File: src/design/crPkg.sv
package crPkg;

   // word offsets inside the control-register region
   typedef enum logic [3:0] {
      CR_SCRATCH,
      CR_LED,
      CR_SWITCH,
      CR_KBD_DATA,
      CR_KBD_STATUS,
      CR_VGA_X,
      CR_VGA_Y
   } tCrAddr;

   // ========================================
   // 640x480 scan timing
   // ========================================

   // horizontal, in clocks
   localparam logic [9:0] H_ACTIVE     = 10'd640;
   localparam logic [9:0] H_TOTAL      = 10'd800;
   localparam logic [9:0] H_SYNC_START = 10'd656;
   localparam logic [9:0] H_SYNC_LEN   = 10'd96;
   // vertical, in lines
   localparam logic [9:0] V_ACTIVE     = 10'd480;
   localparam logic [9:0] V_TOTAL      = 10'd525;
   localparam logic [9:0] V_SYNC_START = 10'd490;
   localparam logic [9:0] V_SYNC_LEN   = 10'd2;

endpackage

File: src/design/crMem.sv
`timescale 1ns/10ps

module crMem (
   input  logic        Clock,
   input  logic        rstN,
   input  logic        en,
   input  logic        wr,
   input  logic [13:0] wordAddr,
   input  logic [31:0] wrData,
   output logic [31:0] rdWord,
   input  logic [15:0] switches,
   output logic [15:0] led,
   input  logic [7:0]  kbdData,
   input  logic        kbdValid,
   output logic        kbdPop,
   input  logic [9:0]  scanX,
   input  logic [9:0]  scanY
);
   import crPkg::*;

   tCrAddr      crAddr;
   logic [31:0] scratch;
   logic [7:0]  kbdByte;
   logic        kbdPending;
   logic        kbdRead;
   logic        kbdLatch;

   // region holds 16 words
   assign crAddr   = tCrAddr'(wordAddr[3:0]);
   assign kbdRead  = en && !wr && (crAddr == CR_KBD_DATA);
   // next byte only once the last one was taken
   assign kbdLatch = !kbdPending && kbdValid;

   // ========================================
   // writable state and keyboard flag
   // ========================================

   always_ff @(posedge Clock or negedge rstN) begin
      if (!rstN) begin
         scratch    <= '0;
         led        <= '0;
         kbdPending <= 1'b0;
         kbdPop     <= 1'b0;
      end else begin
         kbdPop <= kbdRead;
         if (en && wr) begin
            case (crAddr)
               CR_SCRATCH: scratch <= wrData;
               CR_LED:     led     <= wrData[15:0];
               default:    ;
            endcase
         end
         if (kbdRead) kbdPending <= 1'b0;
         // latch takes priority over clear
         if (kbdLatch) kbdPending <= 1'b1;
      end
   end

   always_ff @(posedge Clock) begin
      if (kbdLatch) kbdByte <= kbdData;
      // read port, one cycle latency
      if (en && !wr) begin
         case (crAddr)
            CR_SCRATCH:    rdWord <= scratch;
            CR_LED:        rdWord <= {16'b0, led};
            CR_SWITCH:     rdWord <= {16'b0, switches};
            CR_KBD_DATA:   rdWord <= {24'b0, kbdByte};
            CR_KBD_STATUS: rdWord <= {31'b0, kbdPending};
            CR_VGA_X:      rdWord <= {22'b0, scanX};
            CR_VGA_Y:      rdWord <= {22'b0, scanY};
            default:       rdWord <= '0;
         endcase
      end
   end

endmodule

File: config.mk
export PLATFORM = sky130hd
export DESIGN_NAME = crMem
export DESIGN_NICKNAME = d
export VERILOG_FILES = /design/src/design/crPkg.sv /design/src/design/crMem.sv
export SDC_FILE = /design/constraint.sdc
export NUM_CORES = 1
export LEC_CHECK = 0
export BUFFER_PORTS_ARGS = -buffer_cell sky130_fd_sc_hd__clkbuf_2
export CAP_MARGIN = 20
export CORE_UTILIZATION = 40
export CTS_BUF_LIST = sky130_fd_sc_hd__clkbuf_16
export DETAILED_ROUTE_END_ITERATION = 10
export PLACE_DENSITY_LB_ADDON = 0.25
export SYNTH_ARGS = -nofsm -noshare
export SYNTH_HDL_FRONTEND = slang
export SYNTH_SLANG_ARGS = --single-unit
File: constraint.sdc
create_clock -name Clock -period 1.44 [get_ports Clock]
set_clock_uncertainty 0.1 [all_clocks]
set_input_delay 0.144 -clock Clock [delete_from_list [all_inputs] [get_ports Clock]]
set_output_delay 0.144 -clock Clock [all_outputs]
set_load 0.02 [all_outputs]
Word level (Yosys, flattened, before mapping):

Cells that the tools add are included.

* register bits: 90

* mux-type cells: 3
* reduce and logical (&&, ||, !) cells: 10
* equal/unequal tests: 6

Operator list (count)
* one-hot mux 32 bit (7 select lines): 1
* equality test 4 x 3 -> 1 bit, second input constant: 3
* equality test 4 x 2 -> 1 bit, second input constant: 2
* equality test 4 x 1 -> 1 bit, second input constant: 1
* logical AND 1 bit: 4
* logical NOT 4 bit: 1
* AND reduction 2 bit: 2
* logical NOT 1 bit: 2
* 2-to-1 mux 1 bit: 2
* nonzero test 2 bit: 1

Logic depth before layout (Yosys ltp):

* word-level depth: 5
* gate-level depth with buffers: 5
* gate-level depth less buffers: 3

Least setup slack after synthesis:

OpenSTA, ideal clock, no wires.

* kind: input-to-reg
* from: in en
* to: reg rdWord[0], enable pin
* path buffers: 0
* stages on the path: 2
* data arrival time: 1547 ps
* setup slack: -628 ps
* setup time: 422 ps
* cells stage by stage: inv_1 nor2_1

* word-level cells in the longest chain between the ends: 1

Ends and longest elaborated chain
* from (decl): RTL line crMem.sv:6 `input logic en,`
* logical AND 1 bit: RTL line crMem.sv:62 `if (en && !wr) begin`
* to (signal assigned): RTL line crMem.sv:64 `CR_SCRATCH: rdWord <= scratch;`
* to (signal assigned): RTL line crMem.sv:65 `CR_LED: rdWord <= {16'b0, led};`
* to (signal assigned): RTL line crMem.sv:66 `CR_SWITCH: rdWord <= {16'b0, switches};`
* to (decl): RTL line crMem.sv:10 `output logic [31:0] rdWord,`

Every way passes these cells.
A chain may end at the register's enable or synchronous reset.

Worst setup path in the final report:

* from: reg kbdPending
* to: reg rdWord[0] (data pin)

* word-level cells in the longest chain between the ends: 1

Ends and longest elaborated chain
* from (decl): RTL line crMem.sv:24 `logic kbdPending;`
* from (signal assigned): RTL line crMem.sv:42 `kbdPending <= 1'b0;`
* from (signal assigned): RTL line crMem.sv:53 `if (kbdRead) kbdPending <= 1'b0;`
* from (signal assigned): RTL line crMem.sv:55 `if (kbdLatch) kbdPending <= 1'b1;`
* one-hot mux 32 bit (7 select lines): RTL line crMem.sv:63 `case (crAddr)`

Every way passes these cells.

==> metrics.yaml <==
cts:
  cts_made_buffers: 9
  clk_path_buf_depth: 2
  clkLatencyLatePin_ns: 0.33
  cts_sinks: 90
  cts_setup_buffers: 0
  clk_pin_slew_ns: 0.06
  h-tree-depth: 3
  cts_tree: "built"
  root_buffer: "clkbuf_16"
floorplanning:
  die_w_um: 102
  die_y_um: 102
  ios: 144
  num_rows: 36
  core_area_um2: 9730
  start_util_pct: 41.1
  die-area_um2: 10400
route:
  drc_errors: 0
  vias: 2954
  met2_length_um: 4720
  drt_iter0_drc: 94
  dr_wl_met3_um: 504
  dr.max_layer_used: "met4"
  viasPerCell: 4.83
  ant_nets: 0
  drt-total-wl_um: 9700
  wl_per_cell_um: 15.9
  drt-met1-wl_um: 4230
  drt_first_pass_iters: 4
sta:
  worst_pin_slew_ns: 0.286
  post-route-min-period_ns: 1.37
  slew_violations: 0
  fin_hold_ws_ns: 0.0315
  rsz0062_at_grt: "false"
  max_freq_mhz: 731
  min_period_over_period_pct: 95.0
  maxSlewHeadroom_pct: 80.9
  hold_viol: 0
  setup_viol: 0
cells_and_area:
  num_antenna_cells: 0
  layout.nets: 570
  drive_gt1_share_pct: 49.1
  area_growth_pct: 44.0
  fin_area_um2: 5760
  fillers: 826
  final_cells: 612
placement:
  hpwl_um: 6950
  dp_cells: 555
  place.gp.congestion: 0.762
  place_area_um2: 5050
  port_buffers: 133
setup_path:
  reg2reg_depth: 3
  timing.rr.start: "kbdPending"
  crit_path_end_kind: "register"
  cp_cell_sequence: "mux4_2 > nor2_1 > a211oi_1"
  r2r_end: "rdWord[0]"
  regToRegSetupSlack_ns: 0.07
  cp_slowest_cell: "mux4_2"
  cp-start-kind: "register"
  worstPathArrival_ns: 1.35
  cp.required_ns: 1.43
  path_class: "reg -> reg"
  max_stage_delay_ns: 0.47
  crit_fanout: 4
logic_synthesis:
  synth_edf_count: 40
  synth_compound_area_share_pct: 6.41
  syn_nets: 371
  synth_seq_cells: 90
  syn_avg_cell_area_um2: 14.5
  syn-cell-area_um2: 4000
  seq_area_frac_synth_pct: 61.3
  synth-xor-area-share_pct: 0
  yosysMostFrequentCell: "dfrtp_1"
  synth_common_cells: "50 x dfrtp_1, 40 x edfxtp_1, 36 x mux2_2"
  synthCells: 276
  yosysTopAreaCellShare_pct: 31.3
  synthSimpleGateAreaFrac_pct: 10.7
  synth_largest_area_cell: "dfrtp_1"
  synthAdderAreaFrac_pct: 0
  yosysUniqueCellTypes: 42
  synth_warnings: 0
  synth_area_leaders: "dfrtp_1 31%, edfxtp_1 30%, mux2_2 10%, mux2_4 3.8%, mux2i_1 3.8%"
  synth-main-ff-cell: "dfrtp_1"
  synth_mux_area_share_pct: 18.8
  synth-async-reset-ratio_pct: 55.6
  synth_top_family_by_area: "multiplexers"
power:
  powerDensity_nw_per_um2: 1130
  finalPower_mw: 6.53
  p_leak_nw: 2.67
  ir_drop_v: 0.000524
flow_run:
  cap_viol_max_count: 0
global_route:
  grt_pass1_vias: 3056
  antenna_found_initial: 0
  grt_pass1_wl_um: 15200
  grt_usage_pct: 20.1
  grt_max_degree: 51
  grt-ovfl-total: 0
min_path:
  hold_end: "rdWord[5]"
  worstHoldPathType: "in -> reg"
  whs_path_depth: 3
  hp-start: "switches[5]"
outcome:
  outcome: "completed"
per-stage QoR:
step                setup TNS, ns  worst slack [ns]  util (%)
floorplan                       0             0.105         -
global placement          -0.0601           -0.0286      51.9
detailed placement         -0.637           -0.0507      51.9
CTS                             0            0.0704      59.2
global route                    0           0.00455      59.2
finish                          0            0.0713      59.2
state kept, by name (all words and copies together) (netlist names):
signal / count
led: 16
kbdPending: 1
scratch: 32
kbdPop: 1
rdWord: 32
kbdByte: 8
where the power goes:
group / total (mW) / switching (mW) / internal [mW]
clock network: 2.25 / 0.923 / 1.32
logic: 1.13 / 0.521 / 0.608
registers: 3.16 / 0.160 / 3.00
total: 6.53 / 1.60 / 4.93
logic make-up (layout without fill, tap and decap cells):
logic type | after synthesis | in the layout
AND/OR/NAND/NOR | 66 | 66
buffers and inverters | 20 | 223
AO/OA/AOI/OAI | 36 | 36
flip-flops | 90 | 90
multiplexers | 64 | 64
worst max-delay path: cells and delay by family, from the launching register on:
family	cells	cell delay, ns
compound gates	1	0.05
flops	1	0.40
mux	1	0.47
simple gates	1	0.10
repair_timing:
action,in CTS,in global routing
endpoints found under the setup margin,0,0
hold buffers,42,0
hold endpoints to repair,107,0
resized for setup,0,0
layout by cell type, fill, tap and decap left out, types with 2 or more instances in the layout:
cell           netlist  final
nor2b_1              5      5
dfrtp_1             50     50
or2_2                5      5
a21o_1               2      2
inv_1                4      5
edfxtp_1            40     40
mux2_2              36     36
mux2_4              10     10
clkbuf_2             0    133
nand3_1              3      3
nor2_4               1      2
nand2b_1             3      3
buf_12               0      7
clkbuf_16            0      9
or3b_1               2      2
or3_1                6      6
a22oi_1             10     10
o211ai_1             6      6
or2_1                2      2
a21oi_1              9      9
clkinv_2             0      2
nor2_1               5      4
nand2_1              7      7
and2_1              16     16
buf_4                2     22
nand3b_1             2      2
dlygate4sd3_1        0     42
mux2_1               2      2
o32a_1               2      2
mux2i_1             15     15
a32oi_1              3      3
area by class of cell:
| cell class | instances | area, um^2 | area share, % |
|---|---|---|---|
| well taps | 133 | 166 | 2.89 |
| inverters | 4 | 15.0 | 0.261 |
| flip-flops and latches | 90 | 2450 | 42.6 |
| clock inverters | 6 | 60.1 | 1.04 |
| multi-input cells | 166 | 1450 | 25.1 |
| repair buffers | 204 | 1390 | 24.2 |
| clock buffers | 9 | 225 | 3.91 |
routing by layer:
layer / vias up / GRT usage [%]
met3: 22 / 5.13
met5: - / 0
li1: 1422 / -
met4: 0 / 9.56
met1: 1410 / 24.0
met2: 100 / 34.0
worst max path at each step:
stage                      startpoint    endpoint  slack, ns  cells after the start
after global placement    wordAddr[3]  scratch[2]      -0.03                      5
final                      kbdPending   rdWord[0]       0.07                      3
after global routing       kbdPending   rdWord[0]      0.005                      3
after CTS                  kbdPending   rdWord[0]       0.07                      3
after floorplan           wordAddr[2]   rdWord[0]       0.11                      5
after detailed placement  wordAddr[3]  scratch[2]      -0.05                      5
Note: power is estimated with default switching activity, not from simulation.
