<file path="src/design/dMemPkg.sv">
package dMemPkg;

   // ========================================
   // request and region kinds
   // ========================================

   // decoded kind of core request
   typedef enum logic [1:0] {
      OP_NONE,
      OP_RD,
      OP_WR
   } tDMemOp;

   // region hit by the request address
   typedef enum logic [1:0] {
      REG_DATA,
      REG_CR,
      REG_VGA,
      REG_NONE
   } tRegion;

   // ========================================
   // address map
   // ========================================

   // data ram, 4 KiB of bytes
   localparam logic [31:0] DATA_FLOOR = 32'h0001_0000;
   localparam logic [31:0] DATA_CEIL  = 32'h0001_0FFF;
   // control registers, 16 words
   localparam logic [31:0] CR_FLOOR   = 32'h0002_0000;
   localparam logic [31:0] CR_CEIL    = 32'h0002_003F;
   // frame buffer, one bit per pixel
   localparam logic [31:0] VGA_FLOOR  = 32'h0003_0000;
   localparam logic [31:0] VGA_CEIL   = 32'h0003_95FF;

   // depths in words
   localparam int DATA_WORDS = 1024;
   localparam int VGA_WORDS  = 9600;

endpackage

</file>
<file path="src/design/dMemCtrl.sv">
`timescale 1ns/10ps

module dMemCtrl (
   input  logic        Clock,
   input  logic        rstN,
   input  logic        rdEn,
   input  logic        wrEn,
   input  logic        signExt,
   input  logic [31:0] address,
   input  logic [31:0] wrData,
   input  logic [3:0]  byteEn,
   output logic        ready,
   output logic        rdValid,
   output logic [31:0] rdData,
   output logic        dataEn,
   output logic        crEn,
   output logic        vgaEn,
   output logic        blockWr,
   output logic [13:0] wordAddr,
   output logic [31:0] blockWrData,
   output logic [3:0]  blockByteEn,
   input  logic [31:0] dataRdWord,
   input  logic [31:0] crRdWord,
   input  logic [31:0] vgaRdWord,
   input  logic        fetchBusy
);
   import dMemPkg::*;

   tDMemOp      op;
   tRegion      region;
   logic [31:0] regionFloor;
   logic [31:0] offsetAddr;
   logic        accept;
   logic        rdAccept;
   // stage 1 state
   logic        s1Valid;
   tRegion      s1Region;
   logic [1:0]  s1Offset;
   logic [3:0]  s1ByteEn;
   logic        s1SignExt;
   // read merge path
   logic [31:0] rawWord;
   logic [31:0] shiftWord;
   logic [31:0] alignWord;

   // ========================================
   // request decode
   // ========================================

   // write wins if both are raised
   always_comb begin
      if (wrEn) op = OP_WR;
      else if (rdEn) op = OP_RD;
      else op = OP_NONE;
   end

   always_comb begin
      region      = REG_NONE;
      regionFloor = '0;
      if (address >= DATA_FLOOR && address <= DATA_CEIL) begin
         region      = REG_DATA;
         regionFloor = DATA_FLOOR;
      end else if (address >= CR_FLOOR && address <= CR_CEIL) begin
         region      = REG_CR;
         regionFloor = CR_FLOOR;
      end else if (address >= VGA_FLOOR && address <= VGA_CEIL) begin
         region      = REG_VGA;
         regionFloor = VGA_FLOOR;
      end
   end

   // word index inside the region
   assign offsetAddr = address - regionFloor;
   assign wordAddr   = offsetAddr[15:2];

   // frame buffer port is taken by a display fetch
   assign ready    = !((op != OP_NONE) && (region == REG_VGA) && fetchBusy);
   assign accept   = (op != OP_NONE) && ready;
   assign rdAccept = accept && (op == OP_RD);

   // unmapped hits raise no enable, so writes there vanish
   assign dataEn      = accept && (region == REG_DATA);
   assign crEn        = accept && (region == REG_CR);
   assign vgaEn       = accept && (region == REG_VGA);
   assign blockWr     = (op == OP_WR);
   // store lanes already placed by the core
   assign blockWrData = wrData;
   assign blockByteEn = byteEn;

   // ========================================
   // stage 1, read bookkeeping
   // ========================================

   always_ff @(posedge Clock or negedge rstN) begin
      if (!rstN) s1Valid <= 1'b0;
      else s1Valid <= rdAccept;
   end

   always_ff @(posedge Clock) begin
      if (rdAccept) begin
         s1Region  <= region;
         s1Offset  <= address[1:0];
         s1ByteEn  <= byteEn;
         s1SignExt <= signExt;
      end
   end

   // pick the block word, bring the lane down, trim and extend
   always_comb begin
      case (s1Region)
         REG_DATA: rawWord = dataRdWord;
         REG_CR:   rawWord = crRdWord;
         REG_VGA:  rawWord = vgaRdWord;
         default:  rawWord = '0;
      endcase
      shiftWord = rawWord >> {s1Offset, 3'b000};
      case (s1ByteEn)
         4'b0001, 4'b0010, 4'b0100, 4'b1000:
            alignWord = {{24{s1SignExt & shiftWord[7]}}, shiftWord[7:0]};
         4'b0011, 4'b1100:
            alignWord = {{16{s1SignExt & shiftWord[15]}}, shiftWord[15:0]};
         default:
            alignWord = shiftWord;
      endcase
   end

   // ========================================
   // stage 2, response to core
   // ========================================

   always_ff @(posedge Clock or negedge rstN) begin
      if (!rstN) rdValid <= 1'b0;
      else rdValid <= s1Valid;
   end

   always_ff @(posedge Clock) begin
      if (s1Valid) rdData <= alignWord;
   end

endmodule

</file>
<file path="config.mk">
export PLATFORM = sky130hd
export DESIGN_NAME = dMemCtrl
export DESIGN_NICKNAME = d
export VERILOG_FILES = /design/src/design/dMemPkg.sv /design/src/design/dMemCtrl.sv
export SDC_FILE = /design/constraint.sdc
export NUM_CORES = 1
export LEC_CHECK = 0
export ABC_AREA = 0
export BUFFER_PORTS_ARGS = -buffer_cell sky130_fd_sc_hd__buf_4
export CAP_MARGIN = 0
export CORE_AREA = 2 2 100 102
export CTS_BUF_LIST = sky130_fd_sc_hd__clkbuf_8
export DETAILED_ROUTE_END_ITERATION = 10
export DIE_AREA = 0 0 102 104
export GPL_ROUTABILITY_DRIVEN = 0
export PLACE_DENSITY = 0.75
export SLEW_MARGIN = 5
export SYNTH_ARGS = -nofsm -noshare
export SYNTH_HDL_FRONTEND = slang
export SYNTH_SLANG_ARGS = --single-unit
</file>
<file path="constraint.sdc">
create_clock -name Clock -period 1.85 [get_ports Clock]
set_input_delay 0.185 -clock Clock [delete_from_list [all_inputs] [get_ports Clock]]
set_output_delay 0.185 -clock Clock [all_outputs]
set_load 0.01 [all_outputs]
</file>
Word level (Yosys, flattened, before mapping)
Cells that the tools add are included.
- shift operators: 1
- $lt $le $gt $ge: 6
- multiplexer cells: 9
- add/sub/neg operators: 1
- bitwise operators: 2
- equal/unequal tests: 12
- reduce and logical (&&, ||, !) cells: 16
- operators with widths (kind ; number):
    case mux 32 bit (3 select lines) ; 1
    >= comparator 32 x 18 -> 1 bit, second input constant ; 2
    <= comparator 32 x 18 -> 1 bit, second input constant ; 2
    case mux 32 bit (2 select lines) ; 1
    >= comparator 32 x 17 -> 1 bit, second input constant ; 1
    <= comparator 32 x 17 -> 1 bit, second input constant ; 1
    2-to-1 mux 16 bit ; 2
    >> shifter 32 x 5 -> 32 bit ; 1
    subtractor 16 bit ; 1
    logical AND 1 bit ; 10
    == test 4 x 2 -> 1 bit, second input constant ; 2
    == test 4 bit, second input constant ; 2
    == test 2 x 1 -> 1 bit, second input constant ; 3
    == test 2 bit, second input constant ; 3
    2-to-1 mux 2 bit ; 3
    == test 4 x 1 -> 1 bit, second input constant ; 1
    == test 4 x 3 -> 1 bit, second input constant ; 1
    logical NOT 2 bit ; 2
    OR reduction 4 bit ; 1
    AND 1 bit ; 2
    2-to-1 mux 1 bit ; 2
    nonzero test 2 bit ; 1
    OR reduction 2 bit ; 1
    logical NOT 1 bit ; 1
- word-level logic and storage cells: 54
- input bits: 170
- output and inout port bits: 88
- register bits after elaboration: 43

Depth between registers and ports, before layout
- depth after elaboration: 11
- mapped depth: 9
- depth with buffers taken out: 5

Worst setup path before layout
Ideal clock, no wire load.
- path kind: register to register
- start: register s1Region[0]
- end: register rdData[12] (data pin)
- period minus slack after synthesis: 1.916 ns
- data arrival time: 1.637 ns
- stages on the path, launching flop included: 8
- data required time: 1.571 ns
- slack: -0.066 ns
- buffers on the path: 2
- library setup time: 0.279 ns
- path through: edfxtp_1 -> buf_4 -> nor2b_1 -> o2bb2ai_1 -> mux4_2 -> nand3_2 -> buf_4 -> o21ai_0
- cells in the longest elaborated chain, start to end: 5
- elaborated cells between the ends (all ways): 7
- those cells by class: eq/ne: 2; shift: 1; mux: 2; bitwise: 1; reduce/logical: 1
- ends and longest elaborated chain (item ; RTL line ; text):
    start, declared ; dMemCtrl.sv:37 ; tRegion s1Region;
    start signal, assigned ; dMemCtrl.sv:101 ; s1Region <= region;
    == test 2 bit (tied with other cells) ; dMemCtrl.sv:110 ; case (s1Region)
    case mux 32 bit (3 select lines) (*) ; dMemCtrl.sv:110 ;
    >> shifter 32 x 5 -> 32 bit (*) ; dMemCtrl.sv:116 ; shiftWord = rawWord >> {s1Offset, 3'b000};
    AND 1 bit ; dMemCtrl.sv:119 ; alignWord = {{24{s1SignExt & shiftWord[7]}}, shiftWord[7:0]};
    case mux 32 bit (2 select lines) (*) ; dMemCtrl.sv:117 ; case (s1ByteEn)
    via alignWord[12] ; dMemCtrl.sv:44 ; logic [31:0] alignWord;
    end signal, assigned ; dMemCtrl.sv:137 ; if (s1Valid) rdData <= alignWord;
    end, declared ; dMemCtrl.sv:14 ; output logic [31:0] rdData,
The timed path passes the listed nets; every way through them passes the cells marked *.
A chain may end at the register's enable or synchronous reset.

Final worst setup path
- start: register s1Region[1]
- end: register rdData[29] (data pin)
- cells in the longest elaborated chain, start to end: 5
- elaborated cells between the ends (all ways): 8
- those cells by class: eq/ne: 2; shift: 1; mux: 2; bitwise: 2; reduce/logical: 1
- ends and longest elaborated chain (item ; RTL line):
    == test 2 bit (tied with other cells) ; dMemCtrl.sv:110
    case mux 32 bit (3 select lines) (*) ; dMemCtrl.sv:110
    >> shifter 32 x 5 -> 32 bit (*) ; dMemCtrl.sv:116
    AND 1 bit, on equally long branches ; dMemCtrl.sv:121, dMemCtrl.sv:119
    case mux 32 bit (2 select lines) (*) ; dMemCtrl.sv:117
    via alignWord[29] ; dMemCtrl.sv:44
Marked as above.

==> results by group <==
Synth
  • Mapped Cells: 340
  • Ys async rst share: 0.0465
  • Area contributors post-synth: edfxtp_1, buf_4, mux2i_1
  • Synth unique cells: 48
  • Seq/Total Area, Yosys: 0.382
  • Mapped Area: between 3000 and 4000 um2
  • EDFF count, synth: ~40
  • Mean Syn Cell Area: 9.88 um2
  • #FFs+latches synth: 43
  • Top FF cell, synth: edfxtp_1
  • Area leader, netlist: edfxtp_1
  • Yosys warns: 0
  • Net Count, Synth: 510
  • Top cell type's share of synthesized area: 0.367

Route
  • Vias per cell: ~5.2
  • Vias: 3449
  • Remaining antenna violation count: 0
  • DR WL/cell: 18.8 um
  • DRC violations left: 0
  • DRT Wirelength: 12.4 mm
  • Starting DRT DRC Count: 229
  • First drt pass iteration count: 6

Worst setup path
  • Worst path top cell family by delay: flip-flops
  • Crit path kind: reg -> reg
  • Buf/Inv on CP: 2
  • Crit-path slowest cell: edfxtp_1
  • CP Capture Type: flip-flop
  • Cell Chain, Critical Path: buf_6 -> mux2i_4 -> o22ai_2 -> a311oi_2 -> or3b_4 -> buf_12 -> nand3_2
  • Crit path max fanout: 10
  • Worst Path Arrival: 2.15 ns
  • Crit path required time: around 1.9 ns
  • CP startpoint kind: flip-flop
  • Largest stage delay, worst path: about 0.49 ns

Global routing
  • First-pass GRT wire length: roughly 18 mm
  • Total track usage: 0.216
  • Total gr overflow: 0
  • Largest net degree at the start of global routing: 34
  • Initial antenna violation count: 0
  • Vias in the first global route: 3360

Floorplan
  • Die area: 10600 um2
  • Die height: between 100 and 150 um
  • Core Region: 9550 um2
  • Starting density of the core: 0.352
  • DIE WIDTH: ~100 um
  • I/O pin total: 258
  • Row count: 36

Timing
  • Slew Limit Fails: 0
  • Worst-Margin Slew: around 0.53 ns
  • Final Critical Period: 2.09 ns
  • Fin Hold WS: 0.0618 ns
  • Clk_skew: 0.00683 ns
  • RSZ-0062 raised after global routing: true
  • Final period utilization: 1.13
  • Final Hold Fails: 0
  • Fmax: 478 MHz
  • Final setup fails: 29
  • Slack of the critical path: -0.242 ns
  • Slew HR: 0.646

Clock network
  • Clk sinks: 43
  • Maximum buffer depth of the clock tree: 2
  • CTS tree: yes
  • Num CTS Buffers: 5
  • CTS clk-pin slew, worst paths: approximately 0.08 ns
  • Clk_lat worst skew: 0.30 ns
  • H-tree levels: 2
  • CTS root buffer: clkbuf_8

Final layout
  • Post-layout nets: 697
  • Design area: 5420 um2
  • Layout area overhead: 61.3%
  • # diodes: 0
  • Layout cells sized above 1: 0.598
  • Fill cells: 809

Run
  • Max_cap viols: 0

Power
  • Cell Pwr Density: around 580 nW/um2
  • Leakage: between 2 and 2.5 nW
  • VDD IR max: about 0.33 mV

Status
  • Failing checks: setup timing
  • Outcome: complete, but fails checks

Placed design
  • Detail Placement HPWL: 9.64 mm
  • Post-DP Area: 4800 um2
  • IO buf count: 185

Hold path
  • Worst min path class: in -> reg
## placed cells by master, fill, tap and decap left out, types with 5 or more instances in the layout
cell         n
mux2i_1     26
buf_6       10
o22ai_1      5
buf_12       7
edfxtp_1    41
o21ai_1      9
a21oi_1      5
a2bb2oi_2    7
o31ai_1      5
mux2i_2      8
nand3_2     11
nand2_1     32
o21ai_0     16
buf_4      233
clkbuf_8     5
nor2_1      16
## power by group
group	total [W]	internal (W)	switching [W]
Combinational	0.00110	0.000609	0.000494
Clock	0.000864	0.000534	0.000330
Sequential	0.00117	0.00115	0.0000262
Total	0.00314	0.00229	0.000850
## cells in the mapped netlist, drive strengths merged, types with 5 or more instances
cell type,instances
a21oi,9
mux2i,37
buf,66
nor2,17
edfxtp,41
o31ai,5
o21ai,27
clkbuf,8
o22ai,7
nand2,34
a2bb2oi,10
nand3,11
## path summary, 6_finish.rpt
check / start / to / slack [ns] / cells after the start
worst min-delay path: address[0] / s1Offset[0]$_DFFE_PP_ / 0.06 / 1
worst min register to register: s1Valid$_DFF_PN0_ / rdValid$_DFF_PN0_ / 0.71 / 1
min in group asynchronous: rstN / rdValid$_DFF_PN0_ / 0.20 / 2
worst max register to register: s1Region[1]$_DFFE_PP_ / rdData[29]$_DFFE_PP_ / -0.24 / 7
max in group asynchronous: rstN / s1Valid$_DFF_PN0_ / 1.57 / 2
worst max-delay path: s1Region[1]$_DFFE_PP_ / rdData[29]$_DFFE_PP_ / -0.24 / 7
## metal layers
metal  GRT usage  up-vias  part of all wire
li1            -     1605                 -
met1       0.246     1572              0.36
met2       0.392      244              0.52
met3      0.0450       28             0.084
met4      0.0714        0             0.035
met5           0        -                 0
## cell families (layout without fill, tap and decap cells)
group           Yosys count  after routing  synth area share
compound gates           93             93             0.187
flops                    43             43             0.382
mux                      42             42             0.130
xor+xnor                  2              2           0.00522
simple gates             83             84             0.132
buf+inv                  77            264             0.164
## sequential cells by signal, indices dropped and copies added (netlist names)
name       cells
s1Valid        1
s1Offset       2
s1Region       2
s1SignExt      1
rdValid        1
rdData        32
s1ByteEn       4
## repair_timing
action | 4_1_cts | 5_1_grt
gates cloned | 1 | 2
hold buffers | 1 | 0
endpoints found under the setup margin | 31 | 34
gates resized for setup | 19 | 58
buffers inserted | 4 | 10
pin swaps | 1 | 4
endpoints found under the hold margin | 2 | 0
## worst reg2reg max path, stage by stage, from the launching register on
cell and delay [ns]:
edfxtp_1 0.49, buf_6 0.21, mux2i_4 0.27, o22ai_2 0.12, a311oi_2 0.31, or3b_4 0.24
buf_12 0.14, nand3_2 0.07
## cell type report
| type | instances | area, um2 | share of cell area |
|---|---|---|---|
| multi-input combinational | 221 | 1780 | 0.329 |
| tap | 133 | 166 | 0.0307 |
| clock inverter | 3 | 63.8 | 0.0118 |
| inverter | 3 | 11.3 | 0.00208 |
| clock buffer | 5 | 68.8 | 0.0127 |
| timing repair buffer | 253 | 2040 | 0.377 |
| sequential | 43 | 1280 | 0.237 |
## metrics by stage
stage | TNS, ns | power (W) | setup slack [ns] | cells | utilization
after floorplan | -0.662 | 0.00171 | -0.0358 | 340 | -
after detailed placement | -6.08 | 0.00213 | -0.285 | 635 | 0.503
final | -5.19 | 0.00314 | -0.242 | 661 | 0.567
after global routing | -7.26 | 0.00326 | -0.303 | 661 | 0.567
after CTS | -3.14 | 0.00301 | -0.167 | 649 | 0.529
after global placement | -3.29 | 0.00211 | -0.152 | 635 | 0.503
(Power assumes the default switching activity.)
